[src/verilog/core_peri_pkg.sv]
// Bus widths, APB structs, slot map and interrupt positions of the core peripheral group
// The slot map is fixed; address bits above the slot field are ignored
package core_peri_pkg;

	// **********************************************************************
	// Bus widths
	// **********************************************************************
	localparam int BW_ADDR = 32;
	localparam int BW_DATA = 32;

	typedef logic [BW_ADDR-1:0] addr_t;
	typedef logic [BW_DATA-1:0] data_t;

	// Requester side of an APB port
	typedef struct packed {
		logic sel;
		logic enable;
		addr_t addr;
		logic write;
		data_t wdata;
	} apb_req_t;

	// Completer side of an APB port
	typedef struct packed {
		data_t rdata;
		logic ready;
		logic slverr;
	} apb_rsp_t;

	// **********************************************************************
	// Slot map
	// **********************************************************************
	localparam int NUM_SLOT = 4;
	localparam int SLOT_SEL_HI = 13;
	localparam int SLOT_SEL_LO = 12;

	typedef logic [SLOT_SEL_HI-SLOT_SEL_LO:0] slot_idx_t;

	localparam slot_idx_t SLOT_TIMER = 2'd0;
	localparam slot_idx_t SLOT_LOCK = 2'd1;
	localparam slot_idx_t SLOT_EXT = 2'd2;
	localparam slot_idx_t SLOT_NONE = 2'd3;

	// Lock port, the query mask sits in the word-address bits
	localparam int NUM_LOCK = 8;
	localparam int LOCK_MASK_LO = 2;
	typedef logic [NUM_LOCK-1:0] lock_vec_t;

	// Positions in the core interrupt vector
	localparam int IRQ_TIMER_BIT = 7;
	localparam int IRQ_EXT_BIT = 11;

endpackage

[src/verilog/timer_reg_pkg.sv]
// Register map and shared types of the microsecond timer
package timer_reg_pkg;

	// Offset within the timer slot
	typedef logic [core_peri_pkg::SLOT_SEL_LO-1:0] reg_ofs_t;

	localparam reg_ofs_t REG_CTRL = 'h000;
	localparam reg_ofs_t REG_COUNT = 'h004;
	localparam reg_ofs_t REG_COMPARE = 'h008;
	localparam reg_ofs_t REG_PENDING = 'h00C;
	localparam reg_ofs_t REG_DELAY = 'h010;

	// CTRL fields
	localparam int CTRL_EN_BIT = 0;
	localparam int CTRL_IRQ_EN_BIT = 1;

	typedef enum logic {
		DELAY_IDLE,
		DELAY_RUN
	} delay_state_e;

	// Strobes are single-cycle and come straight from the access cycle
	typedef struct packed {
		logic enable;
		logic irq_en;
		core_peri_pkg::data_t compare;
		logic count_clear;
		logic pending_clear;
		logic delay_load;
		core_peri_pkg::data_t delay_value;
	} timer_cfg_t;

	typedef struct packed {
		core_peri_pkg::data_t count;
		logic pending;
		logic delay_busy;
	} timer_stat_t;

endpackage

[src/verilog/apb_slot_decoder.sv]
// Combinational APB slot decoder; unmapped slot answers with slverr and zero rdata
// Requires the requester to hold addr stable during an access
`timescale 1ns/1ns

module apb_slot_decoder
	import core_peri_pkg::*;
(
	input logic clk,
	input logic rstnn,
	input apb_req_t up_req,
	output apb_rsp_t up_rsp,
	output apb_req_t slot_req [NUM_SLOT],
	input apb_rsp_t slot_rsp [NUM_SLOT]
);

	slot_idx_t slot_idx;

	assign slot_idx = up_req.addr[SLOT_SEL_HI:SLOT_SEL_LO];

	// **********************************************************************
	// Request fan-out
	// **********************************************************************
	always_comb
	begin
		for (int i = 0; i < NUM_SLOT; i++)
		begin
			slot_req[i] = up_req;
			// Only the addressed slot sees sel
			slot_req[i].sel = up_req.sel && (slot_idx == slot_idx_t'(i));
		end
	end

	// **********************************************************************
	// Response mux
	// **********************************************************************
	always_comb
	begin
		if (slot_idx == SLOT_NONE)
		begin
			// Nothing lives here, finish at once with an error
			up_rsp.rdata = '0;
			up_rsp.ready = 1'b1;
			up_rsp.slverr = 1'b1;
		end
		else
		begin
			up_rsp = slot_rsp[slot_idx];
		end
	end

	// A stalled transfer must keep its address, else the slot choice would move
	a_addr_stable: assert property (
		@(posedge clk) disable iff (!rstnn)
		(up_req.sel && !up_rsp.ready) |=> $stable(up_req.addr)
	)
	else
		$error("addr changed while the transfer was stalled");

endmodule

[src/verilog/core_peri_group.sv]
// Core peripheral group behind one APB port: timer, lock port, external slot
// Single clock domain; only lock_status and tick_1us come from outside logic
`timescale 1ns/1ns

module core_peri_group
	import core_peri_pkg::*, timer_reg_pkg::*;
(
	input logic clk,
	input logic rstnn,
	input logic tick_1us,
	input logic ext_irq,
	input logic allows_holds,
	input apb_req_t apb_req,
	output apb_rsp_t apb_rsp,
	input lock_vec_t lock_status,
	output apb_req_t ext_req,
	input apb_rsp_t ext_rsp,
	output logic delay_notice,
	output data_t core_irq_vector
);

	apb_req_t slot_req [NUM_SLOT];
	apb_rsp_t slot_rsp [NUM_SLOT];
	timer_cfg_t timer_cfg;
	timer_stat_t timer_stat;
	logic timer_irq;

	apb_slot_decoder i_decoder (
		.clk(clk),
		.rstnn(rstnn),
		.up_req(apb_req),
		.up_rsp(apb_rsp),
		.slot_req(slot_req),
		.slot_rsp(slot_rsp)
	);

	// **********************************************************************
	// Timer
	// **********************************************************************
	timer_regs i_timer_regs (
		.clk(clk),
		.rstnn(rstnn),
		.req(slot_req[SLOT_TIMER]),
		.rsp(slot_rsp[SLOT_TIMER]),
		.cfg(timer_cfg),
		.stat(timer_stat)
	);

	timer_core i_timer_core (
		.clk(clk),
		.rstnn(rstnn),
		.tick_1us(tick_1us),
		.cfg(timer_cfg),
		.stat(timer_stat),
		.timer_irq(timer_irq),
		.delay_notice(delay_notice)
	);

	lock_status_port i_lock_port (
		.clk(clk),
		.rstnn(rstnn),
		.allows_holds(allows_holds),
		.lock_async(lock_status),
		.req(slot_req[SLOT_LOCK]),
		.rsp(slot_rsp[SLOT_LOCK])
	);

	// External completer, stands in for the cache-control unit
	assign ext_req = slot_req[SLOT_EXT];
	assign slot_rsp[SLOT_EXT] = ext_rsp;

	// Unmapped slot has no completer, the decoder answers for it
	assign slot_rsp[SLOT_NONE] = '0;

	always_comb
	begin
		core_irq_vector = '0;
		core_irq_vector[IRQ_TIMER_BIT] = timer_irq;
		core_irq_vector[IRQ_EXT_BIT] = ext_irq;
	end

endmodule

[src/verilog/lock_status_port.sv]
// Lock status port, query mask in addr bits 9:2, read returns 1 if a masked lock is busy
// Lock levels see a two-flop delay; with allows_holds the access waits for release
`timescale 1ns/1ns

module lock_status_port
	import core_peri_pkg::*;
(
	input logic clk,
	input logic rstnn,
	input logic allows_holds,
	input lock_vec_t lock_async,
	input apb_req_t req,
	output apb_rsp_t rsp
);

	lock_vec_t lock_meta;
	lock_vec_t lock_sync;
	lock_vec_t lock_mask;
	logic busy;

	// Two-flop synchronizer
	always_ff @(posedge clk or negedge rstnn)
	begin
		if (!rstnn)
		begin
			lock_meta <= '0;
			lock_sync <= '0;
		end
		else
		begin
			lock_meta <= lock_async;
			lock_sync <= lock_meta;
		end
	end

	assign lock_mask = req.addr[LOCK_MASK_LO +: NUM_LOCK];
	assign busy = |(lock_mask & lock_sync);

	// Writes complete like reads and change nothing
	always_comb
	begin
		rsp.rdata = '0;
		rsp.rdata[0] = busy;
		rsp.ready = !(allows_holds && req.sel && busy);
		rsp.slverr = 1'b0;
	end

endmodule

[src/verilog/timer_core.sv]
// Microsecond counter with compare interrupt and one-shot delay countdown
// tick_1us must be a single-cycle pulse in the clk domain
`timescale 1ns/1ns

module timer_core
	import core_peri_pkg::*, timer_reg_pkg::*;
(
	input logic clk,
	input logic rstnn,
	input logic tick_1us,
	input timer_cfg_t cfg,
	output timer_stat_t stat,
	output logic timer_irq,
	output logic delay_notice
);

	data_t count_q;
	logic pending_q;
	delay_state_e delay_state;
	data_t delay_left;
	logic count_tick;

	assign count_tick = tick_1us && cfg.enable;

	// **********************************************************************
	// Counter and compare
	// **********************************************************************
	always_ff @(posedge clk or negedge rstnn)
	begin
		if (!rstnn)
		begin
			count_q <= '0;
			pending_q <= 1'b0;
		end
		else
		begin
			if (cfg.count_clear)
				count_q <= '0;
			else if (count_tick)
				count_q <= count_q + 1'b1;
			// New match wins over a clear in the same cycle
			if (count_tick && (count_q == cfg.compare))
				pending_q <= 1'b1;
			else if (cfg.pending_clear)
				pending_q <= 1'b0;
		end
	end

	// **********************************************************************
	// Delay countdown
	// **********************************************************************
	always_ff @(posedge clk or negedge rstnn)
	begin
		if (!rstnn)
		begin
			delay_state <= DELAY_IDLE;
			delay_left <= '0;
			delay_notice <= 1'b0;
		end
		else
		begin
			delay_notice <= 1'b0;
			// A reload restarts the countdown and ignores the tick of the load cycle
			if (cfg.delay_load)
			begin
				delay_state <= DELAY_RUN;
				delay_left <= cfg.delay_value;
			end
			else if ((delay_state == DELAY_RUN) && tick_1us)
			begin
				if (delay_left == data_t'(1))
				begin
					delay_state <= DELAY_IDLE;
					delay_notice <= 1'b1;
				end
				delay_left <= delay_left - 1'b1;
			end
		end
	end

	assign stat.count = count_q;
	assign stat.pending = pending_q;
	assign stat.delay_busy = (delay_state == DELAY_RUN);
	assign timer_irq = pending_q && cfg.irq_en;

	// A tick held high would count one microsecond twice
	a_tick_single: assert property (
		@(posedge clk) disable iff (!rstnn)
		tick_1us |=> !tick_1us
	)
	else
		$error("tick_1us held for more than one cycle");

endmodule

[src/verilog/timer_regs.sv]
// Timer register block, always ready; unknown offsets answer slverr
// COUNT write clears the count, PENDING bit 0 is write-1-to-clear
`timescale 1ns/1ns

module timer_regs
	import core_peri_pkg::*, timer_reg_pkg::*;
(
	input logic clk,
	input logic rstnn,
	input apb_req_t req,
	output apb_rsp_t rsp,
	output timer_cfg_t cfg,
	input timer_stat_t stat
);

	reg_ofs_t ofs;
	logic wr;
	logic ctrl_en;
	logic ctrl_irq_en;
	data_t compare_q;

	assign ofs = req.addr[$bits(reg_ofs_t)-1:0];
	// Ready is constant, so every access cycle is the last one
	assign wr = req.sel && req.enable && req.write;

	always_ff @(posedge clk or negedge rstnn)
	begin
		if (!rstnn)
		begin
			ctrl_en <= 1'b0;
			ctrl_irq_en <= 1'b0;
			compare_q <= '0;
		end
		else if (wr)
		begin
			if (ofs == REG_CTRL)
			begin
				ctrl_en <= req.wdata[CTRL_EN_BIT];
				ctrl_irq_en <= req.wdata[CTRL_IRQ_EN_BIT];
			end
			if (ofs == REG_COMPARE)
				compare_q <= req.wdata;
		end
	end

	always_comb
	begin
		cfg.enable = ctrl_en;
		cfg.irq_en = ctrl_irq_en;
		cfg.compare = compare_q;
		cfg.count_clear = wr && (ofs == REG_COUNT);
		cfg.pending_clear = wr && (ofs == REG_PENDING) && req.wdata[0];
		// A zero delay starts nothing
		cfg.delay_load = wr && (ofs == REG_DELAY) && (req.wdata != '0);
		cfg.delay_value = req.wdata;
	end

	// Read mux
	always_comb
	begin
		rsp.rdata = '0;
		rsp.ready = 1'b1;
		rsp.slverr = 1'b0;
		case (ofs)
			REG_CTRL:
			begin
				rsp.rdata[CTRL_EN_BIT] = ctrl_en;
				rsp.rdata[CTRL_IRQ_EN_BIT] = ctrl_irq_en;
			end
			REG_COUNT: rsp.rdata = stat.count;
			REG_COMPARE: rsp.rdata = compare_q;
			REG_PENDING: rsp.rdata[0] = stat.pending;
			REG_DELAY: rsp.rdata[0] = stat.delay_busy;
			default: rsp.slverr = 1'b1;
		endcase
	end

endmodule
[config.mk]
export PLATFORM = sky130hd
export DESIGN_NAME = core_peri_group
export DESIGN_NICKNAME = d
export VERILOG_FILES = /design/src/verilog/core_peri_pkg.sv /design/src/verilog/timer_reg_pkg.sv /design/src/verilog/apb_slot_decoder.sv /design/src/verilog/core_peri_group.sv /design/src/verilog/lock_status_port.sv /design/src/verilog/timer_core.sv /design/src/verilog/timer_regs.sv
export SDC_FILE = /design/constraint.sdc
export NUM_CORES = 1
export LEC_CHECK = 0
export BUFFER_PORTS_ARGS = -buffer_cell sky130_fd_sc_hd__buf_2
export CAP_MARGIN = 20
export CORE_ASPECT_RATIO = 0.5
export CORE_MARGIN = 2
export CORE_UTILIZATION = 50
export DETAILED_ROUTE_END_ITERATION = 6
export PLACE_DENSITY = 0.77
export SYNTH_ARGS = -nofsm -noshare
export SYNTH_HDL_FRONTEND = slang
export SYNTH_SLANG_ARGS = --single-unit
[constraint.sdc]
create_clock -name clk -period 5.6 [get_ports clk]
set_input_delay 0.84 -clock clk [delete_from_list [all_inputs] [get_ports clk]]
set_output_delay 0.84 -clock clk [all_outputs]
set_load 0.005 [all_outputs]
* Yosys cells after proc, flatten, opt, wreduce, memory -nomap -nowiden
Index checks and enable logic that the tools add are counted.
** Storage, ports and cells
- Bits in registers :: 117
- Input port bits :: 114
- Output and inout bits :: 134
- Word-level logic and storage cells :: 73
** Cells by class
- $add $sub $neg :: 2
- Order comparisons :: 1
- Eq/ne operators :: 9
- Multiplexer cells :: 20
- Bitwise logic cells :: 2
- Reduce and logical (&&, ||, !) cells :: 29
** Operators with widths (number)
- $mux 32 :: 4
- $mux 34 :: 3
- $bmux 34 s2 :: 1
- $pmux 30 s2 :: 1
- $add 32x1->32 const B :: 1
- $eq 32x1->1 const B :: 1
- $eq 32x32->1 :: 1
- $reduce_bool 32->1 :: 1
- $sub 32x1->32 const B :: 1
- $eq 12x4->1 const B :: 2
- $logic_and 1x1->1 :: 16
- $eq 12x3->1 const B :: 1
- $eq 12x5->1 const B :: 1
- $logic_not 12->1 :: 1
- $mux 1 :: 9
- $and 8x8->8 :: 1
- $reduce_bool 2->1 :: 4
- $reduce_or 8->1 :: 1
- $reduce_and 2->1 :: 3
- $pmux 1 s5 :: 1
- $reduce_or 5->1 :: 1
- $eq 2x2->1 const B :: 2
- $ge 3x3->1 const B :: 1
- $not 2->3 :: 1
- other kinds (4) :: 4

* Depth between registers and ports, before layout
Gate-level depths: netlist (run 1).
- Depth after elaboration :: 9
- Mapped depth :: 8
- Depth with buffers taken out :: 7

* By module
From an unflattened synthesis (run 1), not the netlist that was laid out.
** Second synthesis, totals
- Cell total of the unflattened synthesis :: 1056
- Area total of the unflattened synthesis :: 9895.7 µm²
** Modules (own cells, without submodules)
- timer_core :: times used 1, cells an instance 424, area each 3908.7 µm², seq. area each 1676.6 µm²
- apb_slot_decoder :: times used 1, cells an instance 351, area each 2773.9 µm², seq. area each 0.0 µm²
- timer_regs :: times used 1, cells an instance 191, area each 2267.2 µm², seq. area each 850.8 µm²
- lock_status_port :: times used 1, cells an instance 57, area each 701.9 µm², seq. area each 400.4 µm²
- core_peri_group :: times used 1, cells an instance 33, area each 244.0 µm², seq. area each 0.0 µm²

* Worst setup path after synthesis (run 1)
Ideal clock, no wire load.
- Path type :: in2out
- Start point :: input port apb_req[39] (netlist name)
- End point :: output port apb_rsp[10] (netlist name)
- Arrival time :: 2.046 ns
- Required time :: 4.760 ns
- Path slack :: 2.714 ns
- Stages :: 6
- Path buffers :: 1
- Path through :: nor4_1 -> nand3_1 -> nor3_1 -> clkbuf_1 -> a22oi_1 -> nor2_1
** RTL lines
- from (decl) :: line core_peri_group.sv:13 : input apb_req_t apb_req,
- to (decl) :: line core_peri_group.sv:14 : output apb_rsp_t apb_rsp,

==> reports/results.txt, run 1 <==
Combinational Power Share: 0.071
Ant. Diodes: 0
initial antenna violation count: 0
worst hold start: i_lock_port.lock_meta[6]
area leader, netlist: dfrtp_1
GP Congestion: 0.9055
worst r2r dst: i_timer_core.delay_state
Final Cycle Share: 0.6097
Critical Path RT: 4.76 ns
RSZ-0062 raised after global routing: false
Final #Nets: 984
Most used DFF post-synth: dfrtp_1
M2 GR Usage: 0.4081
dpl hpwl: 14170 um
number of routed nets with antenna violations: 0
first-pass GRT wire length: 30940 um
via density per instance: 5.678
Max clock buf depth: 2
Fill cells: 1180
area of the core: 0.01443 mm2
slew margin rel.: 0.3377
max-cap viol count: 0
num ports: 248
internal power: 1.628 mW
Iter 0 DRT Violations: 649
Root Driver: clkbuf_16
GRT Max-Usage Layer: met2
H-tree depth: 4
Die H: 89.78 um
PD cells: 255.0 mW/mm2
clock slew at reported path FFs: 0.06 ns
WL final: 19830 um
Tmin final: 3.414 ns
post-CTS setup buffer count: 0
number of global-route vias before repair: 5910
Clk pwr share: 0.528
crit start category: primary input
starting density of the core: 0.5100
clk sinks: 117
DR pass1 iterations: 5
Total GRT Usage: 0.2490
post_cts resized: 0
number of synthesized flops with an enable pin: 0
cts hold-fix bufs: 0
Synth Cell Area: 0.007358 mm2
buffers added on ports: 179
Post-Syn Instances: 782
yosys warns: 0
worst reg2reg path depth: 5
final setup vio count: 0
post-synthesis sequential area ratio: 0.3979
RR Startpoint: i_timer_core.delay_left[10]
CTS tree: built
Synth area leaders: dfrtp_1 40%, buf_4 10%, xnor2_1 6.3%
top-count cell post-synth: dfrtp_1
outcome: finished, final reports clean
fmax: 292.9 MHz
Worst Path Arrival: 2.57 ns
Synth Register Bits: 117
Seq pwr share: 0.400
Min-Delay Path Class: flop to flop
total CTS buffers: 17
Leak: 4.197 nW
Worst R2R Setup Slack: 3.11 ns
Layout area overhead: 13.74%
largest net degree at the start of global routing: 80
Fin Hold WS: 0.3478 ns
critical path class: primary input to output pin
post-synth cell types: 48
share of cells above drive strength 1: 0.2670
crit end category: output pin
Avg Cell Area, Syn: 9.410 um2
hold-critical path depth: 0
sw frac: 0.2370
die area: 0.01576 mm2
global route overflow: 0
Final TNS setup: 0 ns
# rows: 31
top cells by count, synth: 117 x dfrtp_1, 110 x nor2_1, 98 x buf_4
Via Count: 6121
net switching power: 0.5059 mW
Max FO, Critical Path: 31
Hold EP: i_lock_port.lock_sync[6]
GR Util met3: 0.05541
DIE WIDTH: 175.6 um
slew at the pin closest to its max-slew limit: 0.9935 ns
maximum vdd ir drop: 0.2076 mV
final hold viol count: 0
post-synth top area share: 0.3979
clock skew: 0.008274 ns
Clk Latency, worst-skew pair: 0.42 ns
DRC viols: 0
drt wl/cell: 18.40 um
GR Util met1: 0.3261
Synth async-reset ratio: 1.000
max-slew violations: 0
[power by group through the flow]
| stage | combinational [mW] | clock [mW] | sequential [mW] |
|---|---|---|---|
| final | 0.152 | 1.13 | 0.854 |
| after floorplan | 0.0979 | 0 | 0.869 |
| after global placement | 0.147 | 0 | 0.869 |
| after detailed placement | 0.148 | 0 | 0.869 |
| after global routing | 0.167 | 1.18 | 0.854 |
| after CTS | 0.149 | 1.13 | 0.854 |
[registers in the layout (all words and copies together) (netlist names)]
| signal | cells |
|---|---|
| i_timer_core.delay_left | 32 |
| i_timer_core.count_q | 32 |
| i_lock_port.lock_meta | 8 |
| i_lock_port.lock_sync | 8 |
| i_timer_core.delay_state | 1 |
| i_timer_core.pending_q | 1 |
| i_timer_regs.ctrl_en | 1 |
| i_timer_core.delay_notice | 1 |
| i_timer_regs.ctrl_irq_en | 1 |
| i_timer_regs.compare_q | 32 |
[metal layers]
metal,up-vias,part of all wire
met2,289,0.49
met3,38,0.075
li1,2803,-
met1,2991,0.42
met5,-,0
met4,0,0.018
[worst max-delay path: stages]
cell and delay, ns:
buf_2 0.12, nor4_1 0.27, nand3_1 0.35, nor3_2 0.20, buf_4 0.35, a22oi_1 0.13, nor2_1 0.17, buf_2 0.14
[worst max-delay path by stage]
stage | startpoint | to | slack (ns) | cells past startpoint
after floorplan | apb_req[39] | apb_rsp[10] | 2.71 | 6
after global placement | apb_req[35] | apb_rsp[32] | 2.14 | 6
after detailed placement | apb_req[35] | apb_rsp[32] | 2.08 | 6
after CTS | apb_req[35] | apb_rsp[10] | 2.07 | 6
after global routing | apb_req[39] | apb_rsp[10] | 2.10 | 8
final | apb_req[39] | apb_rsp[10] | 2.19 | 8
[layout make-up]
cell class | count | area [um2] | share of cell area
inverters | 8 | 30.03 | 0.003588
well taps | 198 | 247.7 | 0.02960
clock inverters | 13 | 171.4 | 0.02048
clock buffers | 19 | 442.9 | 0.05292
multi-input cells | 538 | 3595 | 0.4295
repair buffers | 185 | 954.7 | 0.1141
flip-flops and latches | 117 | 2928 | 0.3498
[per-stage QoR]
step                        util  worst slack (ns)  cell area, um2  power, mW  cells
after floorplan                -             2.714            7467     0.9665    811
after global placement    0.5356             2.139            7729      1.015   1044
after detailed placement  0.5356             2.083            7729      1.017   1044
after CTS                 0.5782             2.068            8343      2.138   1076
after global routing      0.5800             2.099            8369      2.200   1078
final                     0.5800             2.186            8369      2.134   1078
[kinds of logic (layout without fill, tap and decap cells)]
family / after synthesis / count (layout) / synth area share
buffers and inverters: 156 / 225 / 0.1314
other: 1 / 30 / 0.0005096
multiplexers: 38 / 38 / 0.05934
adder cells (fa/ha/maj): 3 / 3 / 0.005102
XOR/XNOR: 93 / 93 / 0.1107
AND/OR/NAND/NOR: 263 / 263 / 0.1891
AO/OA/AOI/OAI: 111 / 111 / 0.1059
flip-flops: 117 / 117 / 0.3979
[cells in the final DEF (no fill, tap or decap), drive strengths merged, types with 2 or more instances in the layout]
master / synthesis / routed
clkbuf: 41 / 19
mux2i: 2 / 2
nand2: 14 / 14
or4: 6 / 6
nor2b: 4 / 4
nor3b: 5 / 5
and3b: 2 / 2
bufinv: 0 / 3
a22o: 30 / 30
conb: 1 / 30
xnor2: 53 / 53
and2: 2 / 2
mux2: 35 / 35
inv: 8 / 11
o21ai: 6 / 6
clkinv: 0 / 5
nor3: 15 / 15
nand3: 13 / 13
a31oi: 2 / 2
a21oi: 32 / 32
nor4b: 2 / 2
buf: 107 / 185
or2: 2 / 2
o31ai: 2 / 2
nand4: 30 / 30
dfrtp: 117 / 117
clkinvlp: 0 / 2
xor2: 40 / 40
ha: 3 / 3
and3: 7 / 7
a22oi: 35 / 35
a41oi: 2 / 2
and4: 7 / 7
nor2: 110 / 110
nor4: 30 / 30
nand2b: 2 / 2
or3: 9 / 9
Power figures use the tool's default switching activity.
==> inputs of run 2 (changes only) <==
--- a/config.mk
+++ b/config.mk
@@ -9,9 +9,9 @@
 export CAP_MARGIN = 20
 export CORE_ASPECT_RATIO = 0.5
 export CORE_MARGIN = 2
-export CORE_UTILIZATION = 50
+export CORE_UTILIZATION = 46
 export DETAILED_ROUTE_END_ITERATION = 6
-export PLACE_DENSITY = 0.77
+export PLACE_DENSITY = 0.75
 export SYNTH_ARGS = -nofsm -noshare
 export SYNTH_HDL_FRONTEND = slang
 export SYNTH_SLANG_ARGS = --single-unit
==> constraint.sdc (replaced) <==
create_clock -name clk -period 2.77 [get_ports clk]
set_input_delay 0.4155 -clock clk [delete_from_list [all_inputs] [get_ports clk]]
set_output_delay 0.4155 -clock clk [all_outputs]
set_load 0.005 [all_outputs]
==> reports/results.txt, run 2 (same netlist as run 1, synthesis figures left out) <==
Worst Path Arrival: 2.07 ns (-0.50 ns)
hold-critical path depth: 1 (+1)
CTS tree: built
DR top layer: met4
largest net degree at the start of global routing: 48 (-40%)
internal power: 3.087 mW (+90%)
multi-input combinational cell area: 0.003595 mm2 (unchanged)
Ant. Diodes: 0 (unchanged)
GP Congestion: 0.8987 (-0.75%)
most frequent cells in the layout: 178 x buf_2, 117 x dfrtp_1, 110 x nor2_1, 53 x xnor2_1, 40 x xor2_1
H-tree depth: 4 (unchanged)
DIE WIDTH: 182.9 um (+4.2%)
Leak: 4.233 nW (+0.88%)
Final Cycle Share: 0.8986
Total GRT Usage: 0.2340 (-0.01502)
worst reg2reg path depth: 6 (+1)
Tmin final: 2.489 ns
crit start category: primary input
net switching power: 1.028 mW (+100%)
crit end category: output pin
most common cell after layout, fill and taps aside: buf_2
clock skew: 0.005231 ns (-0.003043 ns)
Min-Delay Path Class: primary input to flop
Non-Filler Instances: 1094 (+1.5%)
DRC viols: 0 (unchanged)
Max FO, Critical Path: 20 (-35%)
Layout area overhead: 14.62%
Iter 0 DRT Violations: 596 (-8.2%)
area of the core: 0.01553 mm2 (+7.7%)
num ports: 248 (unchanged)
Die H: 93.43 um (+4.1%)
share of cells above drive strength 1: 0.2742 (+0.007112)
clk sinks: 117 (unchanged)
WL met3: 1393 um (-6.7%)
global route overflow: 0 (unchanged)
first-pass GRT wire length: 30550 um (-1.2%)
WL final: 20270 um (+2.2%)
Final #Nets: 994 (+1.0%)
Via Count: 6228 (+1.7%)
Seq pwr share: 0.420 (+0.020)
post_cts resized: 0 (unchanged)
Seq. cell area: 0.002928 mm2 (unchanged)
number of routed nets with antenna violations: 0 (unchanged)
Fill cells: 1342 (+14%)
slew at the pin closest to its max-slew limit: 0.7933 ns (-0.2002 ns)
Post-Route Utilization: 0.5429 (-0.03711)
via density per instance: 5.693 (+0.26%)
outcome: finished, final reports clean
Root Driver: clkbuf_16
Combinational Power Share: 0.077 (+0.006)
sw frac: 0.2498 (+0.01280)
# rows: 32 (+3.2%)
Final TNS setup: 0 ns (unchanged)
buffers added on ports: 179 (unchanged)
Critical Path RT: 2.35 ns (-2.41 ns)
Clk Latency, worst-skew pair: 0.42 ns (about the same)
Clk pwr share: 0.504 (-0.024)
critical path class: primary input to output pin
DR pass1 iterations: 6 (+1)
total CTS buffers: 17 (unchanged)
PD cells: 487.9 mW/mm2 (+91%)
wire length on met2: 9858 um (+2.2%)
Met1 Wirelength: 8599 um (+3.3%)
maximum vdd ir drop: 0.4051 mV (+95%)
final setup vio count: 0 (unchanged)
drt wl/cell: 18.52 um (+0.70%)
slew margin rel.: 0.4670 (+0.1294)
number of global-route vias before repair: 5726 (-3.1%)
Inst Count DP: 1061 (+1.6%)
final instance area: 0.008434 mm2 (+0.78%)
starting density of the core: 0.4737 (-0.03631)
clock slew at reported path FFs: 0.05 ns (about the same)
Max clock buf depth: 2 (unchanged)
max-cap viol count: 0 (unchanged)
RSZ-0062 raised after global routing: false
fmax: 401.8 MHz
dpl hpwl: 14710 um (+3.8%)
placed cell area: 0.007869 mm2 (+1.8%)
initial antenna violation count: 0 (unchanged)
final hold viol count: 0 (unchanged)
die area: 0.01709 mm2 (+8.4%)
Regs by FF count: i_timer_core.count_q x32, i_timer_core.delay_left x32, i_timer_regs.compare_q x32
max-slew violations: 0 (unchanged)
run 2: path summary, 6_finish.rpt:
| kind | startpoint | end | slack (ns) |
|---|---|---|---|
| min | lock_status[7] | i_lock_port.lock_meta[7] | 0.10 |
| max in group asynchronous | rstnn | i_timer_core.count_q[31] | 1.64 |
| min in group asynchronous | rstnn | i_timer_core.delay_left[19] | 0.43 |
| max | apb_req[40] | apb_rsp[32] | 0.28 |
| max reg2reg | i_timer_core.delay_left[10] | i_timer_core.delay_left[20] | 0.37 |
| min reg2reg | i_lock_port.lock_meta[4] | i_lock_port.lock_sync[4] | 0.35 |
run 2: cell type report:
cell class                 count  share of cell area
multi-input combinational    538              0.4262
sequential                   117              0.3471
timing repair buffer         195              0.1270
clock buffer                  18             0.05088
tap                          204             0.03026
clock inverter                14             0.01498
inverter                       8            0.003560
run 2: worst max-delay path: stages:
cell and delay [ns]:
buf_2 0.13, nor4_1 0.30, nand3_1 0.20, buf_4 0.19
nor3_2 0.21, buf_4 0.29, a22oi_1 0.09, nor2_1 0.12
buf_2 0.12
run 2: repair_timing:
action | CTS | global route
hold buffers | 1 | 0
buffers inserted | 0 | 0
hold endpoints to repair | 19 | 0
run 2: stage by stage:
step	setup slack, ns	power (mW)	hold slack (ns)
after floorplan	0.5344	1.954	0.1199
after global placement	0.3067	2.066	0.3163
after detailed placement	0.2525	2.072	0.3248
after CTS	0.2829	4.136	0.09161
after global routing	0.01960	4.250	0.09724
final	0.2809	4.115	0.1006
run 2: per-layer routing:
layer,up-vias,track usage
met2,282,0.3793
met1,3075,0.3080
met3,43,0.05607
met5,-,0
met4,0,0.08533
li1,2828,-
run 2: power groups by stage:
stage	Clock, mW	Sequential [mW]	Combinational (mW)
finish	2.07	1.73	0.315
global route	2.17	1.73	0.349
CTS	2.09	1.73	0.316
detailed placement	0	1.76	0.315
global placement	0	1.76	0.310
floorplan	0	1.76	0.198
